[config.mk]
export PLATFORM = sky130hd
export DESIGN_NAME = lcd_video_top
export DESIGN_NICKNAME = d
export VERILOG_FILES = /design/src/hw/lcd_video_pkg.sv /design/src/hw/video_timing.sv /design/src/hw/lcd_scan_mapper.sv /design/src/hw/lcd_display_ram.sv /design/src/hw/lcd_pixel_shader.sv /design/src/hw/lcd_video_top.sv
export SDC_FILE = /design/constraint.sdc
export NUM_CORES = 1
export LEC_CHECK = 0
export ABC_AREA = 0
export BUFFER_PORTS_ARGS = -buffer_cell sky130_fd_sc_hd__buf_2
export CORE_MARGIN = 5
export CORE_UTILIZATION = 62
export DETAILED_ROUTE_END_ITERATION = 12
export PLACE_DENSITY = 0.78
export SLEW_MARGIN = 20
export SYNTH_ARGS = -nofsm -noshare
export SYNTH_HDL_FRONTEND = slang
export SYNTH_HIERARCHICAL = 1
export SYNTH_SLANG_ARGS = --single-unit
[constraint.sdc]
create_clock -name clk -period 2.77 [get_ports clk]
set_input_delay 0.554 -clock clk [delete_from_list [all_inputs] [get_ports clk]]
set_output_delay 0.554 -clock clk [all_outputs]
set_load 0.02 [all_outputs]
[src/hw/lcd_video_pkg.sv]
package lcd_video_pkg;

  // raster and display widths
  typedef logic [9:0]  coord_t;
  typedef logic [23:0] rgb_t;
  typedef logic [7:0]  vram_addr_t;
  typedef logic [3:0]  nibble_t;
  typedef logic [4:0]  lcd_col_t;
  typedef logic [3:0]  lcd_row_t;
  // screen pixels counted inside one dot
  typedef logic [4:0]  dot_px_t;

  // visible area and blanking
  localparam coord_t ACTIVE_W      = 10'd720;
  localparam coord_t ACTIVE_H      = 10'd720;
  localparam coord_t H_BLANK_LEN   = 10'd19;
  localparam coord_t V_BLANK_LEN   = 10'd19;
  localparam coord_t H_SYNC_OFFSET = 10'd5;
  localparam coord_t V_SYNC_OFFSET = 10'd5;

  localparam coord_t H_TOTAL  = ACTIVE_W + H_BLANK_LEN;
  localparam coord_t V_TOTAL  = ACTIVE_H + V_BLANK_LEN;
  localparam coord_t H_SYNC_X = ACTIVE_W + H_SYNC_OFFSET;
  localparam coord_t V_SYNC_Y = ACTIVE_H + V_SYNC_OFFSET;

  // emulated lcd geometry
  localparam int PIXEL_SIZE = 22;
  localparam int LCD_COLS   = 32;
  localparam int LCD_ROWS   = 16;

  // dot window is centred on the screen
  localparam coord_t LCD_X_OFFSET = coord_t'((ACTIVE_W - LCD_COLS * PIXEL_SIZE) / 2);
  localparam coord_t LCD_Y_OFFSET = coord_t'((ACTIVE_H - LCD_ROWS * PIXEL_SIZE) / 2);
  localparam coord_t LCD_X_END    = coord_t'(LCD_X_OFFSET + LCD_COLS * PIXEL_SIZE);
  localparam coord_t LCD_Y_END    = coord_t'(LCD_Y_OFFSET + LCD_ROWS * PIXEL_SIZE);

  // display ram layout, rows 8 to 15 live in the second bank
  localparam int         VRAM_DEPTH = 160;
  localparam vram_addr_t BANK1_BASE = 8'd80;

  // palette
  localparam rgb_t BORDER_RGB  = 24'hE1E6A3;
  localparam rgb_t DOT_OFF_RGB = 24'hA7C9D9;
  localparam rgb_t DOT_ON_RGB  = 24'h0A0A0A;

endpackage

[src/hw/video_timing.sv]
`timescale 1ns/1ps

module video_timing (
  input  logic                 clk,
  input  logic                 reset,
  output lcd_video_pkg::coord_t x,
  output lcd_video_pkg::coord_t y,
  output logic                 de,
  output logic                 hsync,
  output logic                 vsync
);

  logic x_last;
  logic y_last;

  assign x_last = (x == lcd_video_pkg::coord_t'(lcd_video_pkg::H_TOTAL - 10'd1));
  assign y_last = (y == lcd_video_pkg::coord_t'(lcd_video_pkg::V_TOTAL - 10'd1));

  // horizontal counter, free running
  always_ff @(posedge clk) begin
    if (reset) begin
      x <= '0;
    end else if (x_last) begin
      x <= '0;
    end else begin
      x <= x + 10'd1;
    end
  end

  // vertical counter advances once per line
  always_ff @(posedge clk) begin
    if (reset) begin
      y <= '0;
    end else if (x_last) begin
      if (y_last) begin
        y <= '0;
      end else begin
        y <= y + 10'd1;
      end
    end
  end

  assign de = (x < lcd_video_pkg::ACTIVE_W) && (y < lcd_video_pkg::ACTIVE_H);

  // one clock pulses inside blanking
  assign hsync = (x == lcd_video_pkg::H_SYNC_X);

  // vsync lands on the hsync of the sync line
  assign vsync = hsync && (y == lcd_video_pkg::V_SYNC_Y);

endmodule

[src/hw/lcd_scan_mapper.sv]
`timescale 1ns/1ps

module lcd_scan_mapper (
  input  logic                      clk,
  input  logic                      reset,
  input  lcd_video_pkg::coord_t     x_in,
  input  lcd_video_pkg::coord_t     y_in,
  input  logic                      de_in,
  input  logic                      hsync_in,
  input  logic                      vsync_in,
  output lcd_video_pkg::vram_addr_t vram_addr,
  output logic [1:0]                bit_sel,
  output logic                      in_lcd,
  output lcd_video_pkg::coord_t     x_out,
  output lcd_video_pkg::coord_t     y_out,
  output logic                      de_out,
  output logic                      hsync_out,
  output logic                      vsync_out
);

  logic                      in_win_x;
  logic                      in_win_y;
  logic                      px_wrap;
  logic                      py_wrap;
  lcd_video_pkg::dot_px_t    px_cnt;
  lcd_video_pkg::dot_px_t    py_cnt;
  lcd_video_pkg::lcd_col_t   dot_col;
  lcd_video_pkg::lcd_row_t   dot_row;
  logic [5:0]                ctrl_col;
  lcd_video_pkg::vram_addr_t addr_next;

  // controller column order, four groups of eight
  // 0-7 straight, 8-15 skip col 8, 16-23 run 36 down, 24-31 run 27 down
  function automatic logic [5:0] permute_col(lcd_video_pkg::lcd_col_t col);
    logic [5:0] c;
    c = {1'b0, col};
    case (col[4:3])
      2'd0:    permute_col = c;
      2'd1:    permute_col = c + 6'd1;
      2'd2:    permute_col = 6'd52 - c;
      default: permute_col = 6'd51 - c;
    endcase
  endfunction

  assign in_win_x = (x_in >= lcd_video_pkg::LCD_X_OFFSET) && (x_in < lcd_video_pkg::LCD_X_END);
  assign in_win_y = (y_in >= lcd_video_pkg::LCD_Y_OFFSET) && (y_in < lcd_video_pkg::LCD_Y_END);
  assign px_wrap  = (px_cnt == lcd_video_pkg::dot_px_t'(lcd_video_pkg::PIXEL_SIZE - 1));
  assign py_wrap  = (py_cnt == lcd_video_pkg::dot_px_t'(lcd_video_pkg::PIXEL_SIZE - 1));

  // column tracking, cleared whenever x is outside the window
  always_ff @(posedge clk) begin
    if (reset || !in_win_x) begin
      px_cnt  <= '0;
      dot_col <= '0;
    end else if (px_wrap) begin
      px_cnt  <= '0;
      dot_col <= dot_col + 5'd1;
    end else begin
      px_cnt <= px_cnt + 5'd1;
    end
  end

  // row tracking steps on the last clock of each line
  always_ff @(posedge clk) begin
    if (reset) begin
      py_cnt  <= '0;
      dot_row <= '0;
    end else if (x_in == lcd_video_pkg::coord_t'(lcd_video_pkg::H_TOTAL - 10'd1)) begin
      if (!in_win_y) begin
        py_cnt  <= '0;
        dot_row <= '0;
      end else if (py_wrap) begin
        py_cnt  <= '0;
        dot_row <= dot_row + 4'd1;
      end else begin
        py_cnt <= py_cnt + 5'd1;
      end
    end
  end

  // two nibbles per column, row bit 2 picks the upper one
  assign ctrl_col  = permute_col(dot_col);
  assign addr_next = {1'b0, ctrl_col, dot_row[2]} +
                     (dot_row[3] ? lcd_video_pkg::BANK1_BASE : 8'd0);

  always_ff @(posedge clk) begin
    if (reset) begin
      vram_addr <= '0;
      bit_sel   <= '0;
      in_lcd    <= 1'b0;
      x_out     <= '0;
      y_out     <= '0;
      de_out    <= 1'b0;
      hsync_out <= 1'b0;
      vsync_out <= 1'b0;
    end else begin
      vram_addr <= addr_next;
      bit_sel   <= dot_row[1:0];
      in_lcd    <= in_win_x && in_win_y;
      x_out     <= x_in;
      y_out     <= y_in;
      de_out    <= de_in;
      hsync_out <= hsync_in;
      vsync_out <= vsync_in;
    end
  end

endmodule

[src/hw/lcd_display_ram.sv]
`timescale 1ns/1ps

module lcd_display_ram (
  input  logic                      clk,
  input  logic                      reset,
  input  logic                      wr_en,
  input  lcd_video_pkg::vram_addr_t wr_addr,
  input  lcd_video_pkg::nibble_t    wr_data,
  input  lcd_video_pkg::vram_addr_t rd_addr,
  input  logic [1:0]                bit_sel_in,
  input  logic                      in_lcd_in,
  input  lcd_video_pkg::coord_t     x_in,
  input  lcd_video_pkg::coord_t     y_in,
  input  logic                      de_in,
  input  logic                      hsync_in,
  input  logic                      vsync_in,
  output lcd_video_pkg::nibble_t    rd_data,
  output logic [1:0]                bit_sel_out,
  output logic                      in_lcd_out,
  output lcd_video_pkg::coord_t     x_out,
  output lcd_video_pkg::coord_t     y_out,
  output logic                      de_out,
  output logic                      hsync_out,
  output logic                      vsync_out
);

  lcd_video_pkg::nibble_t mem [lcd_video_pkg::VRAM_DEPTH];

  // cpu side, addresses past the end are dropped
  always_ff @(posedge clk) begin
    if (wr_en && (wr_addr < lcd_video_pkg::VRAM_DEPTH)) begin
      mem[wr_addr] <= wr_data;
    end
  end

  // scan side, old data wins on a same-cycle collision
  always_ff @(posedge clk) begin
    rd_data <= mem[rd_addr];
  end

  always_ff @(posedge clk) begin
    if (reset) begin
      bit_sel_out <= '0;
      in_lcd_out  <= 1'b0;
      x_out       <= '0;
      y_out       <= '0;
      de_out      <= 1'b0;
      hsync_out   <= 1'b0;
      vsync_out   <= 1'b0;
    end else begin
      bit_sel_out <= bit_sel_in;
      in_lcd_out  <= in_lcd_in;
      x_out       <= x_in;
      y_out       <= y_in;
      de_out      <= de_in;
      hsync_out   <= hsync_in;
      vsync_out   <= vsync_in;
    end
  end

endmodule

[src/hw/lcd_pixel_shader.sv]
`timescale 1ns/1ps

module lcd_pixel_shader (
  input  logic                   clk,
  input  logic                   reset,
  input  lcd_video_pkg::nibble_t rd_data,
  input  logic [1:0]             bit_sel,
  input  logic                   in_lcd,
  input  lcd_video_pkg::coord_t  x_in,
  input  lcd_video_pkg::coord_t  y_in,
  input  logic                   de_in,
  input  logic                   hsync_in,
  input  logic                   vsync_in,
  output lcd_video_pkg::rgb_t    rgb,
  output lcd_video_pkg::coord_t  pix_x,
  output lcd_video_pkg::coord_t  pix_y,
  output logic                   de,
  output logic                   hsync,
  output logic                   vsync
);

  logic                dot_on;
  lcd_video_pkg::rgb_t rgb_next;

  // each nibble bit is one dot of a four-row strip
  assign dot_on = rd_data[bit_sel];

  always_comb begin
    if (!de_in) begin
      rgb_next = '0;
    end else if (!in_lcd) begin
      rgb_next = lcd_video_pkg::BORDER_RGB;
    end else if (dot_on) begin
      rgb_next = lcd_video_pkg::DOT_ON_RGB;
    end else begin
      rgb_next = lcd_video_pkg::DOT_OFF_RGB;
    end
  end

  // final stage, colour and raster leave together
  always_ff @(posedge clk) begin
    if (reset) begin
      rgb   <= '0;
      pix_x <= '0;
      pix_y <= '0;
      de    <= 1'b0;
      hsync <= 1'b0;
      vsync <= 1'b0;
    end else begin
      rgb   <= rgb_next;
      pix_x <= x_in;
      pix_y <= y_in;
      de    <= de_in;
      hsync <= hsync_in;
      vsync <= vsync_in;
    end
  end

endmodule

[src/hw/lcd_video_top.sv]
`timescale 1ns/1ps

module lcd_video_top (
  input  logic                      clk,
  input  logic                      reset,
  input  logic                      wr_en,
  input  lcd_video_pkg::vram_addr_t wr_addr,
  input  lcd_video_pkg::nibble_t    wr_data,
  output lcd_video_pkg::coord_t     pix_x,
  output lcd_video_pkg::coord_t     pix_y,
  output logic                      de,
  output logic                      hsync,
  output logic                      vsync,
  output lcd_video_pkg::rgb_t       rgb
);

  // stage 0 raster
  lcd_video_pkg::coord_t     x_0;
  lcd_video_pkg::coord_t     y_0;
  logic                      de_0;
  logic                      hsync_0;
  logic                      vsync_0;

  // stage 1 mapper outputs
  lcd_video_pkg::vram_addr_t addr_1;
  logic [1:0]                bit_sel_1;
  logic                      in_lcd_1;
  lcd_video_pkg::coord_t     x_1;
  lcd_video_pkg::coord_t     y_1;
  logic                      de_1;
  logic                      hsync_1;
  logic                      vsync_1;

  // stage 2 ram outputs
  lcd_video_pkg::nibble_t    data_2;
  logic [1:0]                bit_sel_2;
  logic                      in_lcd_2;
  lcd_video_pkg::coord_t     x_2;
  lcd_video_pkg::coord_t     y_2;
  logic                      de_2;
  logic                      hsync_2;
  logic                      vsync_2;

  video_timing video_timing_inst (
    .clk   (clk),
    .reset (reset),
    .x     (x_0),
    .y     (y_0),
    .de    (de_0),
    .hsync (hsync_0),
    .vsync (vsync_0)
  );

  lcd_scan_mapper lcd_scan_mapper_inst (
    .clk       (clk),
    .reset     (reset),
    .x_in      (x_0),
    .y_in      (y_0),
    .de_in     (de_0),
    .hsync_in  (hsync_0),
    .vsync_in  (vsync_0),
    .vram_addr (addr_1),
    .bit_sel   (bit_sel_1),
    .in_lcd    (in_lcd_1),
    .x_out     (x_1),
    .y_out     (y_1),
    .de_out    (de_1),
    .hsync_out (hsync_1),
    .vsync_out (vsync_1)
  );

  lcd_display_ram lcd_display_ram_inst (
    .clk         (clk),
    .reset       (reset),
    .wr_en       (wr_en),
    .wr_addr     (wr_addr),
    .wr_data     (wr_data),
    .rd_addr     (addr_1),
    .bit_sel_in  (bit_sel_1),
    .in_lcd_in   (in_lcd_1),
    .x_in        (x_1),
    .y_in        (y_1),
    .de_in       (de_1),
    .hsync_in    (hsync_1),
    .vsync_in    (vsync_1),
    .rd_data     (data_2),
    .bit_sel_out (bit_sel_2),
    .in_lcd_out  (in_lcd_2),
    .x_out       (x_2),
    .y_out       (y_2),
    .de_out      (de_2),
    .hsync_out   (hsync_2),
    .vsync_out   (vsync_2)
  );

  lcd_pixel_shader lcd_pixel_shader_inst (
    .clk      (clk),
    .reset    (reset),
    .rd_data  (data_2),
    .bit_sel  (bit_sel_2),
    .in_lcd   (in_lcd_2),
    .x_in     (x_2),
    .y_in     (y_2),
    .de_in    (de_2),
    .hsync_in (hsync_2),
    .vsync_in (vsync_2),
    .rgb      (rgb),
    .pix_x    (pix_x),
    .pix_y    (pix_y),
    .de       (de),
    .hsync    (hsync),
    .vsync    (vsync)
  );

endmodule

Word-level counts from Yosys, hierarchy flattened
Memories as Yosys holds them, arrays and structs flattened. A register that Yosys moved wholly into a read port is not among the register bits.
Index checks and enable logic that the tools add are counted.
- bits in registers: 146
- bits in writable memories: 640
- output and inout port bits: 47
- memories kept: 1
- memory list (memory ; depth ; bits a word ; read ports ; clocked after Yosys merged registers in ; wr ports ; line ; text):
    lcd_display_ram_inst.mem ; 160 ; 4 ; 1 ; 1 ; 1 ; lcd_display_ram.sv:27 ; lcd_video_pkg::nibble_t mem [lcd_video_pkg::VRAM_DEPTH];
- $add $sub $neg: 10
- magnitude comparators: 8
- equal/unequal tests: 9
- muxes and demuxes: 13
- bitwise operators: 2
- reduce and logical (&&, ||, !) cells: 14
- operator list (kind ; number):
    2-to-1 mux 24 bit ; 2
    equality test 10 bit (second input constant) ; 4
    less-than comparator 10 bit (second input constant) ; 4
    adder 10 x 1 -> 10 bit (second input constant) ; 2
    case mux 6 bit (3 select lines) ; 1
    adder 5 x 1 -> 5 bit (second input constant) ; 3
    subtractor 6 x 5 -> 6 bit (first input constant) ; 2
    equality test 5 bit (second input constant) ; 2
    >= comparator 10 x 4 -> 1 bit (second input constant) ; 1
    >= comparator 10 x 8 -> 1 bit (second input constant) ; 1
    2-to-1 mux 10 bit ; 1
    2-to-1 mux 5 bit ; 2
    adder 7 x 8 -> 8 bit ; 1
    less-than comparator 8 bit (second input constant) ; 1
    2-to-1 mux 4 bit ; 2
    2-to-1 mux 7 bit ; 1
    adder 5 x 1 -> 6 bit (second input constant) ; 1
    logical AND 1 bit ; 6
    OR reduction 2 bit ; 3
    adder 4 x 1 -> 4 bit (second input constant) ; 1
    less-than comparator 2 x 3 -> 1 bit (second input constant) ; 1
    2-to-1 mux 1 bit ; 3
    OR reduction 3 bit ; 1
    binary-select mux 1 bit (select 2 bit) ; 1
    8 further kinds ; 9

Logic depth before layout (Yosys ltp)
- depth in word-level cells: 5
- depth in mapped cells: 12
- gate-level depth less buffers: 8

Hierarchy
The synthesis kept the hierarchy.
- modules (own cells, without submodules) (module ; times used ; cells an instance ; area an instance (µm²) ; sequential area each (µm²)):
    lcd_display_ram ; 1 ; 1529 ; 27049.7 ; 19819.0
    lcd_scan_mapper ; 1 ; 231 ; 2215.9 ; 1061.0
    video_timing ; 1 ; 124 ; 1079.8 ; 400.4
    lcd_pixel_shader ; 1 ; 82 ; 937.1 ; 580.6

Worst setup path before layout
Ideal clock, no wire load.
- path type: register to register
- from: register lcd_scan_mapper_inst.vram_addr[0]
- to: register lcd_display_ram_inst.rd_data[2], read port of lcd_display_ram_inst.mem
- setup time: 141 ps
- data arrival time: 1930 ps
- required time: 2629 ps
- slack: 699 ps
- cell stages (with the launch flop): 8
- buffers on the path: 3
- period minus slack after synthesis: 2071 ps
- cell sequence: dfxtp_1 buf_6 buf_12 buf_12 mux4_1 mux4_2 a32oi_1 a221oi_1
- RTL lines (element ; line ; text):
    from (decl) ; lcd_scan_mapper.sv:11 ; output lcd_video_pkg::vram_addr_t vram_addr,
    from (signal assigned) ; lcd_scan_mapper.sv:97 ; vram_addr <= addr_next;
    to (decl) ; lcd_display_ram.sv:17 ; output lcd_video_pkg::nibble_t rd_data,

==> key figures <==
GRT
  • Initial antenna violation count: 0
  • GR Util All Layers: 26.0%
  • First-pass GRT wire length: 110 mm
  • Largest net degree at the start of global routing: 68
  • Remaining Overflow, GRT: 0
  • Vias in the first global route: 18.0k

Floorplanning
  • Full die area: 55,000 um^2
  • IO Pins: 62
  • Die W: 235 um
  • # rows: 82
  • Core area: 50,100 um^2
  • Die height: 235 um
  • Initial Util: 62.5%

Worst setup path
  • CP Cell Sequence: buf_6 > a21oi_1 > mux4_2 > nand2_1 > nand3_1 > and3_1 > a2111oi_2
  • Family with the most delay on the worst path: flip-flops
  • Reg-to-reg slack, setup: 200 ps
  • Worst Setup Start Kind: flip-flop
  • Critical path endpoint: lcd_display_ram_inst/rd_data[0]
  • Worst EP required: 3270 ps
  • Crit-path max cell delay: 550 ps
  • CP max-delay cell: dfxtp_2
  • Crit path launch: lcd_scan_mapper_inst/vram_addr[2]
  • Critical path type: flip-flop to flip-flop
  • FF-to-FF End: lcd_display_ram_inst/rd_data[0]
  • Critical path peak fanout: 34
  • Reg-to-Reg Start: lcd_scan_mapper_inst/vram_addr[2]
  • Bufs and invs on worst path: 1
  • R2R depth: 7
  • Number of cells on the critical path: 7
  • Worst path arrival time: 3060 ps
  • Crit end category: flip-flop

Route
  • Antenna viol nets, final: 0
  • DR pass1 iterations: 5
  • DR vias/cell: 6.45
  • DRC errors left: 0
  • DRT iter0 DRCs: 2,192
  • Per-cell routed wire length: 26.0 um
  • Via count: 18.2k
  • Drt total wl: 73.2 mm

Synth
  • Top_reg_cell synth: edfxtp_1
  • Post-synth top area cell: edfxtp_1
  • Sequential-to-total area share from yosys stat: 69.9%
  • Area share of the largest cell type after synthesis: 61.4%
  • Post-synth EDFFs: 640
  • Warnings, synthesis: 6
  • Yosys reg bits: 772
  • Synth Instances: 1,966
  • Post-Syn Area: 31,300 um^2
  • Average cell area after synthesis: 15.9 um^2
  • Synth cell types: 69
  • Ys async rst share: 0%
  • Top cells by area, synth: edfxtp_1 (61%), dfxtp_1 (8.4%), mux2i_1 (4.5%)

STA
  • Final max-slew violation count: 0
  • Hold Slack: 331 ps
  • Final setup fails: 0
  • Tcrit/Tclk final: 92.7%
  • RSZ-0062 raised after global routing: no
  • Slew of the pin with the lowest slew margin: 945 ps
  • Achievable Freq: 389 MHz
  • Max_slew headroom: 36.7%
  • Final hold vios: 0
  • Post-route minimum period: 2570 ps
  • Worst clock skew: 30.5 ps
  • Setup tns final: 0 ps

Flow run
  • Max-Cap Viols: 0

Power and ir drop
  • Worst vdd ir: 0.579 mV
  • P per Cell Area: 656 nW/um^2
  • Leak: 11.2 nW

Final layout
  • Most common cell after layout, fill and taps aside: edfxtp_1
  • Inserted Diodes: 0
  • Final Net Count: 2,120
  • Most frequent cells in the layout: edfxtp_1 (640), nor2_1 (211), mux2i_1 (140)
  • Share of cells above drive strength 1: 16.6%
  • Fill count: 3,175
  • Area grow syn2layout: 11.7%
  • Post-route cell area: 35,000 um^2

Clock tree
  • Clock Sinks: 772
  • Worst skew pair latency: 620 ps
  • Cts bufs inserted: 75
  • H-tree levels: 3
  • CTS tree: built
  • Root Buffer: clkbuf_16
  • CTS max path bufs: 3
  • Worst-path clk slew: 60 ps

Placement
  • Gpl congestion: 0.937
  • Placed inst area: 32,400 um^2
  • PortBufs: 58
  • Hpwl dp: 47.0 mm

Status
  • Run status: complete, no violations

Worst hold path
  • HP Class: primary input to flip-flop
-- sequential cells by signal (all words and copies together), names as in the netlist, 2 cells and up --
name,count
lcd_scan_mapper_inst/y_out,10
lcd_display_ram_inst/bit_sel_out,2
lcd_pixel_shader_inst/pix_y,10
lcd_display_ram_inst/rd_data,4
lcd_display_ram_inst/mem,640
lcd_scan_mapper_inst/dot_row,4
lcd_scan_mapper_inst/py_cnt,5
lcd_scan_mapper_inst/x_out,10
lcd_scan_mapper_inst/px_cnt,5
lcd_pixel_shader_inst/pix_x,10
lcd_display_ram_inst/y_out,10
lcd_display_ram_inst/x_out,10
lcd_pixel_shader_inst/rgb,6
lcd_scan_mapper_inst/vram_addr,8
lcd_scan_mapper_inst/dot_col,5
video_timing_inst/y,10
video_timing_inst/x,10
lcd_scan_mapper_inst/bit_sel,2
-- how the worst min path moves through the flow --
| stage | cells after the start | startpoint | slack, ps | endpoint |
|---|---|---|---|---|
| detailed placement | 1 | lcd_display_ram_inst/x_out[6] | 430 | lcd_pixel_shader_inst/pix_x[6] |
| finish | 2 | reset | 330 | lcd_pixel_shader_inst/pix_x[2] |
| global route | 2 | reset | 340 | lcd_pixel_shader_inst/pix_x[6] |
| floorplan | 1 | lcd_scan_mapper_inst/bit_sel[0] | 410 | lcd_display_ram_inst/bit_sel_out[0] |
| global placement | 1 | lcd_scan_mapper_inst/bit_sel[1] | 420 | lcd_display_ram_inst/bit_sel_out[1] |
| CTS | 2 | reset | 310 | lcd_display_ram_inst/x_out[6] |
-- layer usage --
layer	global-route usage [%]	share of wire (%)	vias up
li1	-	-	7819
met1	35.7	38	9164
met2	42.1	49	1022
met3	5.38	9.7	165
met4	9.15	3.3	0
met5	0	0	-
-- metrics by stage --
| stage | utilization (%) | power (mW) | cells | setup slack, ps |
|---|---|---|---|---|
| final | 69.8 | 22.9 | 2815 | 202 |
| after global routing | 69.8 | 23.6 | 2815 | 94.6 |
| after CTS | 69.6 | 23.1 | 2804 | 125 |
| after detailed placement | 64.8 | 13.2 | 2670 | 9.65 |
| after global placement | 64.8 | 13.2 | 2670 | -0.553 |
| after floorplan | - | 12.9 | 1968 | 699 |
-- cell families (layout without fill, tap and decap cells) --
logic type,count (synthesis),in the layout,share of synthesized area (%)
mux,243,243,12.0
flops,772,772,69.9
compound gates,236,236,5.14
fa+ha+maj,19,19,0.760
other cells,1,3,0.0120
xor+xnor,21,21,0.588
simple gates,534,534,8.38
buf+inv,140,315,3.22
-- Yosys cell counts (all sizes together), types with 7 or more instances --
cell / count
or3: 7
dfxtp: 132
edfxtp: 640
nand2: 93
buf: 77
mux4: 93
nor4: 7
and2: 9
xnor2: 11
a31oi: 14
a22oi: 54
nand4: 11
a211oi: 16
nand2b: 17
inv: 17
and3: 8
nor2: 211
nor3: 16
nand3: 31
xor2: 10
o211ai: 12
mux2: 10
o21ai: 12
nor2b: 92
mux2i: 140
clkbuf: 46
o311ai: 9
ha: 19
a21oi: 74
-- where the power goes --
| group | total (mW) | internal [mW] | switching, mW | leakage, nW |
|---|---|---|---|---|
| clock network | 9.98 | 5.77 | 4.21 | 1.19 |
| logic | 0.372 | 0.0781 | 0.294 | 3.16 |
| registers | 12.6 | 12.6 | 0.0141 | 6.82 |
| total | 22.9 | 18.4 | 4.52 | 11.2 |
-- layout make-up --
| type | count | area [um^2] | area share (%) |
|---|---|---|---|
| Sequential cell | 772 | 21900 | 62.6 |
| Multi-Input combinational cell | 1056 | 8420 | 24.1 |
| Clock buffer | 94 | 2030 | 5.81 |
| Timing Repair Buffer | 164 | 1360 | 3.88 |
| Tap cell | 672 | 841 | 2.41 |
| Clock inverter | 40 | 368 | 1.05 |
| Inverter | 17 | 63.8 | 0.183 |
-- what timing repair did --
| action | in CTS | in global routing |
|---|---|---|
| buffers inserted | 0 | 11 |
| endpoints found under the setup margin | 2 | 2 |
| gates resized for setup | 1 | 2 |
| hold buffers | 0 | 0 |
No activity file was read; power rests on OpenSTA's default activity.
